**config.mk**
```make
export PLATFORM = sky130hd
export DESIGN_NAME = divider_integer_signed
export DESIGN_NICKNAME = d
export VERILOG_FILES = /design/src/hw/div_pkg.sv /design/src/hw/div_operand_if.sv /design/src/hw/div_result_if.sv /design/src/hw/div_operand_stage.sv /design/src/hw/remainder_integer_signed.sv /design/src/hw/quotient_integer_signed.sv /design/src/hw/div_result_stage.sv /design/src/hw/divider_integer_signed.sv
export VERILOG_INCLUDE_DIRS = /design/src /design/src/hw
export SDC_FILE = /design/constraint.sdc
export NUM_CORES = 1
export LEC_CHECK = 0
export ABC_AREA = 1
export CAP_MARGIN = 20
export CORE_ASPECT_RATIO = 1.25
export CORE_MARGIN = 1
export CORE_UTILIZATION = 50
export CTS_CLUSTER_DIAMETER = 30
export CTS_CLUSTER_SIZE = 20
export DETAILED_ROUTE_END_ITERATION = 8
export DONT_BUFFER_PORTS = 1
export SYNTH_ARGS = -nofsm -noshare
export SYNTH_HDL_FRONTEND = slang
export SYNTH_SLANG_ARGS = --single-unit
```
**constraint.sdc**
```tcl
create_clock -name clock -period 5.5 [get_ports clock]
set_clock_uncertainty 0.15 [all_clocks]
set_input_delay 0.275 -clock clock [delete_from_list [all_inputs] [get_ports clock]]
set_output_delay 0.275 -clock clock [all_outputs]
set_load 0.005 [all_outputs]
```
**src/hw/div_cfg.svh**
```systemverilog
/*
 * global word width of the divider, shared by every block
 * no module carries a width parameter, so change it here only
 * DIV_STEPS is one step per quotient bit of the widened word
 */
`ifndef DIV_CFG_SVH
`define DIV_CFG_SVH

// operand, quotient and remainder width
`define DIV_WORD_WIDTH 8

// the core works one bit wider than the word, hence one extra step
`define DIV_STEPS (`DIV_WORD_WIDTH + 1)

`endif

```
**src/hw/div_pkg.sv**
```systemverilog
/*
 * types shared by the two iterative units of the divider core
 * the state encoding matches across both units, the fourth code is unused
 */
package div_pkg;

    // iterative unit states, LOAD -> CALC -> DONE -> LOAD
    // 2'b01 is never reached
    typedef enum logic [1:0] {
        LOAD = 2'b00,
        CALC = 2'b10,
        DONE = 2'b11
    } div_state_e;

    // operation applied by a trial step
    typedef enum logic {
        ADD = 1'b0,
        SUB = 1'b1
    } div_addsub_e;

endpackage

```
**src/hw/div_operand_if.sv**
```systemverilog
/*
 * one accepted operand pair, operand stage to remainder unit
 * valid/ready stream, divisor_zero is precomputed by the source
 */
`timescale 1ns/1ps
`include "div_cfg.svh"

interface div_operand_if;

    logic                       valid;
    logic                       ready;
    logic [`DIV_WORD_WIDTH-1:0] dividend;
    logic [`DIV_WORD_WIDTH-1:0] divisor;
    // divisor is all zeros
    logic                       divisor_zero;

    modport source (output valid, dividend, divisor, divisor_zero, input ready);

    modport sink (input valid, dividend, divisor, divisor_zero, output ready);

endinterface

```
**src/hw/div_result_if.sv**
```systemverilog
/*
 * remainder result, remainder unit to result stage
 * valid/ready stream, remainder is already truncated to the word width
 */
`timescale 1ns/1ps
`include "div_cfg.svh"

interface div_result_if;

    logic                       valid;
    logic                       ready;
    // signed remainder, takes the dividend's sign
    logic [`DIV_WORD_WIDTH-1:0] remainder;
    logic                       div_by_zero;

    modport source (output valid, remainder, div_by_zero, input ready);

    modport sink (input valid, remainder, div_by_zero, output ready);

endinterface

```
**src/hw/div_operand_stage.sv**
```systemverilog
/*
 * one-entry operand register in front of the divider core
 * operand_in_ready looks through to the core's ready, so a full entry that
 * drains this cycle can be refilled on the same edge
 */
`timescale 1ns/1ps
`include "div_cfg.svh"

module div_operand_stage (
    input  logic                       clock,
    input  logic                       reset,
    input  logic                       operand_in_valid,
    output logic                       operand_in_ready,
    input  logic [`DIV_WORD_WIDTH-1:0] dividend,
    input  logic [`DIV_WORD_WIDTH-1:0] divisor,
    div_operand_if.source              operand
);

    logic full;
    logic load;

    // empty, or emptying into the core this cycle
    assign operand_in_ready = !full || operand.ready;
    assign load             = operand_in_valid && operand_in_ready;

    always_ff @(posedge clock) begin
        if (reset) begin
            full <= 1'b0;
        end else if (operand_in_ready) begin
            full <= operand_in_valid;
        end
    end

    // payload only, qualified by full
    always_ff @(posedge clock) begin
        if (load) begin
            operand.dividend     <= dividend;
            operand.divisor      <= divisor;
            // zero test done once here, later stages only see the flag
            operand.divisor_zero <= (divisor == '0);
        end
    end

    assign operand.valid = full;

    // a pair offered from upstream must not change before it is taken
    a_operand_hold: assert property (@(posedge clock) disable iff (reset)
        operand_in_valid && !operand_in_ready |=> operand_in_valid
            && $stable(dividend) && $stable(divisor));

endmodule

```
**src/hw/remainder_integer_signed.sv**
```systemverilog
/*
 * signed remainder by truncating long division, one trial step per cycle
 * runs in lockstep with quotient_integer_signed, both load on the same edge
 * a zero divisor makes every trial succeed, remainder is then the dividend
 * no early termination, every division takes DIV_STEPS steps
 */
`timescale 1ns/1ps
`include "div_cfg.svh"

module remainder_integer_signed
    import div_pkg::*;
(
    input  logic        clock,
    input  logic        reset,
    div_operand_if.sink operand,
    output logic        quot_input_valid,
    input  logic        quot_input_ready,
    output logic        dividend_sign,
    output logic        divisor_sign,
    output logic        step_valid,
    input  logic        step_ready,
    output logic        step_ok,
    div_result_if.source result
);

    localparam int W       = `DIV_WORD_WIDTH;
    localparam int STEPS   = `DIV_STEPS;
    // one extra bit so the most negative dividend needs no special case
    localparam int LONG_W  = W + 1;
    // divisor pre-shifted by the top step index
    localparam int DIVS_W  = 2 * W + 1;
    localparam int TRIAL_W = DIVS_W + 1;
    localparam int CNT_W   = $clog2(STEPS);

    div_state_e          state;
    div_state_e          state_next;
    div_addsub_e         addsub;
    logic [CNT_W-1:0]    step_count;
    logic [LONG_W-1:0]   remainder_q;
    logic [DIVS_W-1:0]   divisor_shift_q;
    logic                dividend_sign_q;
    logic                div_by_zero_q;
    logic [TRIAL_W-1:0]  rem_ext;
    logic [TRIAL_W-1:0]  div_ext;
    logic [TRIAL_W-1:0]  trial;
    logic                load;
    logic                step;
    logic                unload;

    // signs go straight to the quotient unit, sampled there on load
    assign dividend_sign    = operand.dividend[W-1];
    assign divisor_sign     = operand.divisor[W-1];

    // take an operand only together with the quotient unit
    assign quot_input_valid = (state == LOAD) && operand.valid;
    assign operand.ready    = (state == LOAD) && quot_input_ready;

    assign step_valid       = (state == CALC);
    assign result.valid     = (state == DONE);

    assign load   = operand.valid && operand.ready;
    assign step   = step_valid && step_ready;
    assign unload = result.valid && result.ready;

    // move toward zero: subtract when signs match, else add
    // shifted divisor keeps the divisor's sign in its msb
    assign addsub  = (dividend_sign_q == divisor_shift_q[DIVS_W-1]) ? SUB : ADD;
    assign rem_ext = {{(TRIAL_W - LONG_W){remainder_q[LONG_W-1]}}, remainder_q};
    assign div_ext = {divisor_shift_q[DIVS_W-1], divisor_shift_q};
    assign trial   = (addsub == SUB) ? rem_ext - div_ext : rem_ext + div_ext;

    // trial is kept if it did not cross zero
    assign step_ok = (trial == '0) || (trial[TRIAL_W-1] == dividend_sign_q);

    always_comb begin
        state_next = state;
        case (state)
            LOAD: if (load) state_next = CALC;
            CALC: if (step && (step_count == '0)) state_next = DONE;
            DONE: if (unload) state_next = LOAD;
            default: state_next = LOAD;
        endcase
    end

    always_ff @(posedge clock) begin
        if (reset) begin
            state      <= LOAD;
            step_count <= '0;
        end else begin
            state <= state_next;
            if (load) begin
                step_count <= CNT_W'(STEPS - 1);
            end else if (step) begin
                step_count <= step_count - 1'b1;
            end
        end
    end

    // datapath, no reset
    always_ff @(posedge clock) begin
        if (load) begin
            remainder_q     <= {operand.dividend[W-1], operand.dividend};
            divisor_shift_q <= {operand.divisor[W-1], operand.divisor, {W{1'b0}}};
            dividend_sign_q <= operand.dividend[W-1];
            div_by_zero_q   <= operand.divisor_zero;
        end else if (step) begin
            if (step_ok) begin
                remainder_q <= trial[LONG_W-1:0];
            end
            // arithmetic shift, low bits are zero so nothing is lost
            divisor_shift_q <= {divisor_shift_q[DIVS_W-1], divisor_shift_q[DIVS_W-1:1]};
        end
    end

    // remainder magnitude never exceeds the dividend, word width is enough
    assign result.remainder   = remainder_q[W-1:0];
    assign result.div_by_zero = div_by_zero_q;

    // quotient unit must accept a step every CALC cycle, or the units drift
    a_step_window: assert property (@(posedge clock) disable iff (reset)
        $rose(step_valid) |-> (step_valid && step_ready && (state == CALC)) [*STEPS]
            ##1 (!step_valid && (state == DONE)));

endmodule

```
**src/hw/quotient_integer_signed.sv**
```systemverilog
/*
 * signed quotient by truncating long division, driven step by step by
 * remainder_integer_signed through step_valid/step_ready/step_ok
 * works one bit wider than the word, result is truncated on output
 * so -MIN/-1 wraps back to MIN
 */
`timescale 1ns/1ps
`include "div_cfg.svh"

module quotient_integer_signed
    import div_pkg::*;
(
    input  logic                       clock,
    input  logic                       reset,
    input  logic                       input_valid,
    output logic                       input_ready,
    input  logic                       dividend_sign,
    input  logic                       divisor_sign,
    output logic                       output_valid,
    input  logic                       output_ready,
    output logic [`DIV_WORD_WIDTH-1:0] quotient,
    input  logic                       step_valid,
    output logic                       step_ready,
    input  logic                       step_ok
);

    localparam int W      = `DIV_WORD_WIDTH;
    localparam int LONG_W = W + 1;

    div_state_e        state;
    div_state_e        state_next;
    div_addsub_e       addsub;
    logic              dividend_sign_q;
    logic              divisor_sign_q;
    logic [LONG_W-1:0] quotient_q;
    logic [LONG_W-1:0] quotient_next;
    // one-hot weight of the current step
    logic [LONG_W-1:0] increment;
    logic              load;
    logic              step;
    logic              unload;
    logic              last_step;

    assign input_ready  = (state == LOAD);
    assign output_valid = (state == DONE);
    // the adder is single cycle, so a step is taken every CALC cycle
    assign step_ready   = (state == CALC);

    assign load      = input_valid && input_ready;
    assign step      = step_valid && step_ready;
    assign unload    = output_valid && output_ready;
    // weight has reached bit zero
    assign last_step = step && increment[0];

    // matching signs give a positive quotient
    assign addsub = (dividend_sign_q == divisor_sign_q) ? ADD : SUB;

    assign quotient_next = (addsub == ADD) ? quotient_q + increment
                                           : quotient_q - increment;

    always_comb begin
        state_next = state;
        case (state)
            LOAD: if (load) state_next = CALC;
            CALC: if (last_step) state_next = DONE;
            DONE: if (unload) state_next = LOAD;
            default: state_next = LOAD;
        endcase
    end

    always_ff @(posedge clock) begin
        if (reset) begin
            state     <= LOAD;
            increment <= '0;
        end else begin
            state <= state_next;
            if (load) begin
                // start at the top step bit
                increment <= {1'b1, {W{1'b0}}};
            end else if (step) begin
                increment <= increment >> 1;
            end
        end
    end

    always_ff @(posedge clock) begin
        if (load) begin
            dividend_sign_q <= dividend_sign;
            divisor_sign_q  <= divisor_sign;
            quotient_q      <= '0;
        end else if (step && step_ok) begin
            quotient_q <= quotient_next;
        end
    end

    // drop the guard bit
    assign quotient = quotient_q[W-1:0];

    // every CALC cycle gets a step from the remainder unit, one weight bit set
    a_increment_onehot: assert property (@(posedge clock) disable iff (reset)
        (state == CALC) |-> step_valid && $onehot(increment));

endmodule

```
**src/hw/div_result_stage.sv**
```systemverilog
/*
 * join of the quotient and remainder streams into one output register
 * both inputs transfer on the same edge, never one without the other
 * the register holds its word while out_ready is low
 */
`timescale 1ns/1ps
`include "div_cfg.svh"

module div_result_stage (
    input  logic                       clock,
    input  logic                       reset,
    input  logic                       quot_valid,
    output logic                       quot_ready,
    input  logic [`DIV_WORD_WIDTH-1:0] quotient,
    div_result_if.sink                 rem,
    output logic                       out_valid,
    input  logic                       out_ready,
    output logic [`DIV_WORD_WIDTH-1:0] out_quotient,
    output logic [`DIV_WORD_WIDTH-1:0] out_remainder,
    output logic                       out_div_by_zero
);

    logic can_take;
    logic both_valid;
    logic load;

    // register empty or draining this cycle
    assign can_take   = !out_valid || out_ready;
    assign both_valid = quot_valid && rem.valid;
    assign load       = both_valid && can_take;

    // same ready to both sides keeps them in step
    assign quot_ready = load;
    assign rem.ready  = load;

    always_ff @(posedge clock) begin
        if (reset) begin
            out_valid <= 1'b0;
        end else if (can_take) begin
            out_valid <= both_valid;
        end
    end

    always_ff @(posedge clock) begin
        if (load) begin
            out_quotient    <= quotient;
            out_remainder   <= rem.remainder;
            out_div_by_zero <= rem.div_by_zero;
        end
    end

    // the two core units finish and unload together
    a_join_lockstep: assert property (@(posedge clock) disable iff (reset)
        quot_valid == rem.valid);

    // a waiting result pair stays valid and unchanged until the join takes it
    a_join_hold: assert property (@(posedge clock) disable iff (reset)
        both_valid && !load |=> both_valid && $stable(quotient)
            && $stable(rem.remainder) && $stable(rem.div_by_zero));

endmodule

```
**src/hw/divider_integer_signed.sv**
```systemverilog
/*
 * signed truncating divider, operand stage, iterative core, result stage
 * up to three divisions in flight, results leave in order
 * divide by zero sets out_div_by_zero, quotient -1 or +1, remainder = dividend
 */
`timescale 1ns/1ps
`include "div_cfg.svh"

module divider_integer_signed (
    input  logic                       clock,
    input  logic                       reset,
    input  logic                       in_valid,
    output logic                       in_ready,
    input  logic [`DIV_WORD_WIDTH-1:0] in_dividend,
    input  logic [`DIV_WORD_WIDTH-1:0] in_divisor,
    output logic                       out_valid,
    input  logic                       out_ready,
    output logic [`DIV_WORD_WIDTH-1:0] out_quotient,
    output logic [`DIV_WORD_WIDTH-1:0] out_remainder,
    output logic                       out_div_by_zero
);

    // operand pair into the core, remainder result out of it
    div_operand_if operand_bus ();
    div_result_if  result_bus ();

    // remainder unit to quotient unit load handshake
    logic                       quot_input_valid;
    logic                       quot_input_ready;
    logic                       dividend_sign;
    logic                       divisor_sign;
    // per-step control link
    logic                       step_valid;
    logic                       step_ready;
    logic                       step_ok;
    // quotient stream into the join
    logic                       quot_valid;
    logic                       quot_ready;
    logic [`DIV_WORD_WIDTH-1:0] quotient;

    div_operand_stage u_operand_stage (
        .clock            (clock),
        .reset            (reset),
        .operand_in_valid (in_valid),
        .operand_in_ready (in_ready),
        .dividend         (in_dividend),
        .divisor          (in_divisor),
        .operand          (operand_bus.source)
    );

    remainder_integer_signed u_remainder (
        .clock            (clock),
        .reset            (reset),
        .operand          (operand_bus.sink),
        .quot_input_valid (quot_input_valid),
        .quot_input_ready (quot_input_ready),
        .dividend_sign    (dividend_sign),
        .divisor_sign     (divisor_sign),
        .step_valid       (step_valid),
        .step_ready       (step_ready),
        .step_ok          (step_ok),
        .result           (result_bus.source)
    );

    quotient_integer_signed u_quotient (
        .clock         (clock),
        .reset         (reset),
        .input_valid   (quot_input_valid),
        .input_ready   (quot_input_ready),
        .dividend_sign (dividend_sign),
        .divisor_sign  (divisor_sign),
        .output_valid  (quot_valid),
        .output_ready  (quot_ready),
        .quotient      (quotient),
        .step_valid    (step_valid),
        .step_ready    (step_ready),
        .step_ok       (step_ok)
    );

    div_result_stage u_result_stage (
        .clock           (clock),
        .reset           (reset),
        .quot_valid      (quot_valid),
        .quot_ready      (quot_ready),
        .quotient        (quotient),
        .rem             (result_bus.sink),
        .out_valid       (out_valid),
        .out_ready       (out_ready),
        .out_quotient    (out_quotient),
        .out_remainder   (out_remainder),
        .out_div_by_zero (out_div_by_zero)
    );

endmodule

```
Word-level counts from Yosys, hierarchy flattened
Cells that the tools add are included.

Output and inout bits: 19. Word-level logic and storage cells: 92. Bits of input ports: 20. Register bits after elaboration: 92.

Add/subtract/negate cells: 5. Reduce and logical (&&, ||, !) cells: 31. Eq/ne operators: 13. Muxes and demuxes: 20.

Operators by type and width (count): $mux W9 (6); $add A9 B17 Y18 (1); $logic_not A18 Y1 (1); $mux W18 (1); $sub A9 B17 Y18 (1); $mux W17 (1); $mux W16 (1); $logic_and A1 B1 Y1 (13); $mux W2 (6); $pmux W2 S3 (2); $ne A2 B2 Y1 const B (5); $add A9 B9 Y9 (1); $sub A9 B9 Y9 (1); $eq A2 B2 Y1 const B (4); $logic_not A8 Y1 (1); $mux W4 (2); $reduce_and A3 Y1 (2); $reduce_bool A2 Y1 (3); $logic_not A2 Y1 (2); $logic_not A4 Y1 (1); $reduce_or A2 Y1 (2); $sub A4 B1 Y4 const B (1); $eq A1 B1 Y1 (3); $logic_or A1 B1 Y1 (3); 4 further kinds (5).

Depth between registers and ports, before layout
Depth in word-level cells: 8. Gate-level depth with buffers: 28.

By module
Synthesis repeated with hierarchy kept, for this count alone.

Cell total of the unflattened synthesis: 707. Area, all modules: 5586.6 um^2.

Modules (own cells, without submodules): remainder_integer_signed (cells an instance 486, sequential area each 880.8 um^2, instances 1, area each 3144.3 um^2); quotient_integer_signed (cells an instance 167, sequential area each 440.4 um^2, instances 1, area each 1292.5 um^2); div_operand_stage (cells an instance 30, sequential area each 530.5 um^2, instances 1, area each 584.3 um^2); div_result_stage (cells an instance 24, sequential area each 530.5 um^2, instances 1, area each 565.5 um^2).

Worst setup path after synthesis
Ideal clock, no wire load.

Kind: reg2reg. Start point: register u_remainder.divisor_shift_q[16]. End point: register u_remainder.remainder_q[0] (enable). Clock period less this slack: 3.344 ns. Arrival: 2.859 ns. Stages on the path, launching flop included: 20. Setup slack: 2.156 ns. Cells stage by stage: edfxtp_1 xor2_1 clkbuf_1 nand2_1 xor2_1 inv_1 ha_1 nand2_2 inv_1 a21oi_2 nand3_1 nand2_1 nand2_1 nor2_1 nand3_1 nor2_2 nand2_2 nand2_4 nand2_2 nand2_1.

Cells in the longest elaborated chain, start to end: 7. Elaborated cells on any way between the ends: 10. Those cells by class: add/sub: 2; eq/ne: 2; mux: 2; reduce/logical: 4.

Ends and longest elaborated chain: start: declaration (RTL line remainder_integer_signed.sv:40) `logic [DIVS_W-1:0] divisor_shift_q;`; start signal: assignment (RTL line remainder_integer_signed.sv:103) `divisor_shift_q <= {operand.divisor[W-1], operand.divisor, {W{1'b0}}};`; start signal: assignment (RTL line remainder_integer_signed.sv:111) `divisor_shift_q <= {divisor_shift_q[DIVS_W-1], divisor_shift_q[DIVS_W-1:1]};`; parallel branches: the longest is 2 deep, another holds $add A9 B17 Y18; $mux W18 (*) (RTL line remainder_integer_signed.sv:70) `assign trial = (addsub == SUB) ? rem_ext - div_ext : rem_ext + div_ext;`; $logic_not A18 Y1 or $eq A1 B1 Y1 (tied branches) (RTL line remainder_integer_signed.sv:73) `assign step_ok = (trial == '0) || (trial[TRIAL_W-1] == dividend_sign_q);`; $logic_or A1 B1 Y1 (*) (RTL line remainder_integer_signed.sv:73); $reduce_bool A2 Y1 (no line) (*); $reduce_and A2 Y1 (no line) (*); end signal: assignment (RTL line remainder_integer_signed.sv:102) `remainder_q <= {operand.dividend[W-1], operand.dividend};`; end signal: assignment (RTL line remainder_integer_signed.sv:108) `remainder_q <= trial[LONG_W-1:0];`; end: declaration (RTL line remainder_integer_signed.sv:39) `logic [LONG_W-1:0] remainder_q;`.

Mark *: on every way between the ends. A chain may end at the register's enable or synchronous reset.

Final worst setup path
Start point: register u_remainder.divisor_shift_q[1]. End point: register u_remainder.remainder_q[3] (enable).

Cells in the longest elaborated chain, start to end: 6. Elaborated cells on any way between the ends: 8. Those cells by class: add/sub: 2; eq/ne: 1; mux: 1; reduce/logical: 4.

Ends and longest elaborated chain (RTL line): $add A9 B17 Y18 or $sub A9 B17 Y18 (tied branches) (remainder_integer_signed.sv:70); $mux W18 (*) (remainder_integer_signed.sv:70); $logic_not A18 Y1 or $eq A1 B1 Y1 (tied branches) (remainder_integer_signed.sv:73); $logic_or A1 B1 Y1 (*) (remainder_integer_signed.sv:73); $reduce_bool A2 Y1 (no line) (*); $reduce_and A2 Y1 (no line) (*).

Mark *: on every way between the ends. The rest lies on a longest branch, timed or not.

==> metrics.md <==
| Metric | Value |
|---|---|
| Design Area, Final | `6020 µm²` |
| Post CTS Setup Buffer Count | `0` |
| Die Ht | `118 µm` |
| Setup_tns | `0 ps` |
| Critical R2R Capture | `u_remainder.remainder_q[3]$_DFFE_PP_` |
| Row cnt | `42` |
| Placer congestion estimate | `0.867` |
| Antenna Nets Post-Route | `0` |
| Via count | `4,296` |
| Area contributors post-synth | `edfxtp_1, dfxtp_1, nand2_1` |
| Syn_nets | `728` |
| Final HPWL DP | `8700 µm` |
| Cell taking the most area after synthesis | `edfxtp_1` |
| Starting Density | `51.1%` |
| Main flop type after synthesis | `edfxtp_1` |
| Startpoint types | `flip-flop` |
| Syn Area/Cell | `7.96 µm²` |
| Slew HR | `43.9%` |
| Root Buffer Master | `clkbuf_16` |
| CP dominant cell by count | `nand2_1` |
| Hold crit path type | `in -> reg` |
| Global-route wire length before repair | `19,300 µm` |
| Register area share after synthesis | `44.1%` |
| Area of the multi-input gates | `2500 µm²` |
| Slew @ Worst Pin | `840 ps` |
| Slew Viols, Final | `0` |
| Post-Syn Area | `5400 µm²` |
| Antenna violations before repair | `0` |
| Pre-Repair DR Iteration Count | `5` |
| Worst hold stages | `2` |
| Synthesized flop and latch total | `91` |
| Post-Synth Simple-Gate Area | `24.7%` |
| Storage element area | `2380 µm²` |
| Fill cells | `986` |
| CP max stage cell | `nand2_1` |
| R2r startpoint | `u_remainder.divisor_shift_q[1]$_SDFFE_PP0P_` |
| Final min period | `4060 ps` |
| Resized cells post-CTS | `0` |
| Mux cell area share after synthesis | `0.185%` |
| Core footprint | `10,600 µm²` |
| R2R setup slack | `1440 ps` |
| Most common library cells after synthesis | `nand2_1, inv_1, edfxtp_1, nor2_1, a21oi_1` |
| FFs w/ async S/R, synth | `0%` |
| CTS Buf Count | `9` |
| Die width | `94.9 µm` |
| Vias/cell | `5.15` |
| Placed cell area | `5510 µm²` |
| Routed WL per cell | `13.8 µm` |
| Worst-skew pair later-pin latency | `340 ps` |
| Crit path cell chain | `inv_1 > ha_1 > nand3_1 > nor2_1 > nand3_1 > inv_1 > nand3_1 > o21ai_0 > xor2_1 > ha_1 > nand2_1 > nor2_2 > inv_2 > nor3_2 > nand2_1 > nand2_1 > nand2_1 > nand2_1 > nand3_1 > nor2_2 > nand2_2 > nand2_4 > nand2_2 > nand2_1` |
| Top-count cell post-synth | `nand2_1` |
| Largest family of logic cells by synthesized area | `simple AND/OR/NAND/NOR gates` |
| EDFF count, synth | `56` |
| Max Freq | `246 MHz` |
| PD cells | `406 nW/µm²` |
| Depth of the worst register-to-register path | `24` |
| # clock sinks | `91` |
| Share of cells above drive strength 1 | `6.84%` |
| Hold Path Origin | `in_divisor[6]` |
| PortBufs | `0` |
| Final hold vios | `0` |
| Routed WL | `11,500 µm` |
| RSZ-0062 raised after global routing | `no` |
| Synth warn | `0` |
| Yosys cell types | `41` |
| Worst path top cell family by delay | `simple AND/OR/NAND/NOR gates` |
| # Max-Cap Violations | `0` |
| Critical path type | `reg -> reg` |
| Die ar. | `11,200 µm²` |
| DRC Markers | `0` |
| LEAKAGE | `2.74 nW` |
| Overflow after GRT | `0` |
| Worst EP arrival | `3890 ps` |
| Vias in the first global route | `4,244` |
| Post-synth top area share | `31.2%` |
| Required time of the worst setup path | `5330 ps` |
| Gr usage total | `22.3%` |
| Synthesized instance count | `678` |
| Crit end category | `flip-flop` |
| Compound-cell area share of the yosys netlist | `9.34%` |
| Status | `completed` |
| # nets final | `748` |
| Post-Synth Adder-Cell Area | `7.23%` |
| Final Setup Violations | `0` |
| IO Pins | `39` |
| CTS tree | `built` |
| Area Overhead vs Synth | `11.5%` |
| Worst path max stage delay | `380 ps` |
| Fin crit share | `73.9%` |
| Clock tree buffer depth | `2` |
| Total Power | `2.44 mW` |
| VDD IR max | `176 µV` |
| N_diodes | `0` |
| Clock transition at path regs | `60 ps` |
| Initial DRC count | `201` |
| Worst Hold End | `u_operand_stage.operand.divisor_zero$_DFFE_PP_` |
| Largest net degree at the start of global routing | `46` |
| XOR/XNOR share of the synthesized area | `4.87%` |
| H-tree depth | `3` |
| CP bufs+invs | `3` |
| CP max FO | `15` |
-- cell type report --
| class | instances | area share (%) |
|---|---|---|
| clock buffer | 12 | 4.28 |
| clock inverter | 3 | 0.749 |
| inverter | 115 | 7.20 |
| multi-input combinational | 458 | 41.6 |
| sequential | 91 | 39.6 |
| tap | 132 | 2.75 |
| timing repair buffer | 23 | 3.79 |
-- per-stage QoR --
| step | setup slack, ps | hold slack, ps | instances | utilization (%) |
|---|---|---|---|---|
| after floorplan | 2160 | 224 | 678 | - |
| after global placement | 1560 | 196 | 799 | 52.1 |
| after detailed placement | 1430 | 198 | 799 | 52.1 |
| after CTS | 1410 | 93.5 | 833 | 56.8 |
| after global routing | 1070 | 101 | 834 | 57.0 |
| final | 1440 | 106 | 834 | 57.0 |
-- logic make-up after synthesis --
group	after synthesis
and+or+nand+nor	307
buffers and inverters	129
DFF	91
AOI/OAI and AO/OA	90
xor gates and xnor gates	30
adders and majority gates	30
muxes	1
-- worst max path at each step --
stage	depth (start not counted)	start	slack [ps]	end
3_5_place_dp	24	u_remainder.divisor_shift_q[1]$_SDFFE_PP0P_	1430	u_remainder.remainder_q[2]$_DFFE_PP_
5_1_grt	24	u_remainder.divisor_shift_q[1]$_SDFFE_PP0P_	1070	u_remainder.remainder_q[5]$_DFFE_PP_
2_1_floorplan	19	u_remainder.divisor_shift_q[16]$_DFFE_PP_	2160	u_remainder.remainder_q[0]$_DFFE_PP_
3_3_place_gp	23	u_remainder.divisor_shift_q[1]$_SDFFE_PP0P_	1560	u_remainder.remainder_q[4]$_DFFE_PP_
4_1_cts	24	u_remainder.divisor_shift_q[1]$_SDFFE_PP0P_	1410	u_remainder.remainder_q[4]$_DFFE_PP_
6_report	24	u_remainder.divisor_shift_q[1]$_SDFFE_PP0P_	1440	u_remainder.remainder_q[3]$_DFFE_PP_
-- cells in the final DEF (no fill, tap or decap), drive strengths merged --
master	n
nor2	52
bufinv	1
and2	1
a32oi	1
o21ai	28
o21a	1
clkinv	1
or2	1
clkbuf	12
buf	4
o31ai	3
o21bai	1
nand4	5
ha	28
xor2	26
nand3	36
dlygate4sd3	19
edfxtp	56
xnor2	4
inv	116
nand2	191
a221oi	1
fa	2
a31oi	3
nor4	4
mux2i	1
dfxtp	35
a211oi	1
nand3b	7
a21oi	50
o22ai	1
nor3	10
-- registers in the layout, summed over array words and instances, names as in the netlist --
signal                                flops
u_remainder.divisor_shift_q              17
u_quotient.increment                      9
u_remainder.remainder_q                   9
u_operand_stage.operand.dividend          8
u_operand_stage.operand.divisor           8
u_quotient.quotient_q                     8
u_result_stage.out_quotient               8
u_result_stage.out_remainder              8
u_remainder.step_count                    4
u_quotient.state                          2
u_remainder.state                         2
u_operand_stage.operand.divisor_zero      1
u_operand_stage.operand.valid             1
u_quotient.dividend_sign_q                1
u_quotient.divisor_sign_q                 1
u_remainder.dividend_sign_q               1
u_remainder.result.div_by_zero            1
u_result_stage.out_div_by_zero            1
u_result_stage.out_valid                  1
-- layer usage --
| metal | GRT usage (%) | routed length (µm) | part of all wire, % | vias up |
|---|---|---|---|---|
| met3 | 3.86 | 373 | 3.2 | 14 |
| met4 | 7.39 | 178 | 1.5 | 0 |
| met5 | 0 | 0 | 0 | - |
| met1 | 25.6 | 4890 | 42 | 1971 |
| li1 | - | - | - | 2230 |
| met2 | 40.7 | 6100 | 53 | 81 |
-- power breakdown --
group / total, mW / internal (mW) / switching [mW]
Combinational: 0.972 / 0.331 / 0.641
Sequential: 0.837 / 0.796 / 0.0408
Clock: 0.635 / 0.380 / 0.255
Total: 2.44 / 1.51 / 0.936
-- what timing repair did --
action	in CTS	in global routing
hold buffers	19	0
setup endpoints to repair	0	0
endpoints found under the hold margin	24	0
No activity file was read; power rests on OpenSTA's default activity.
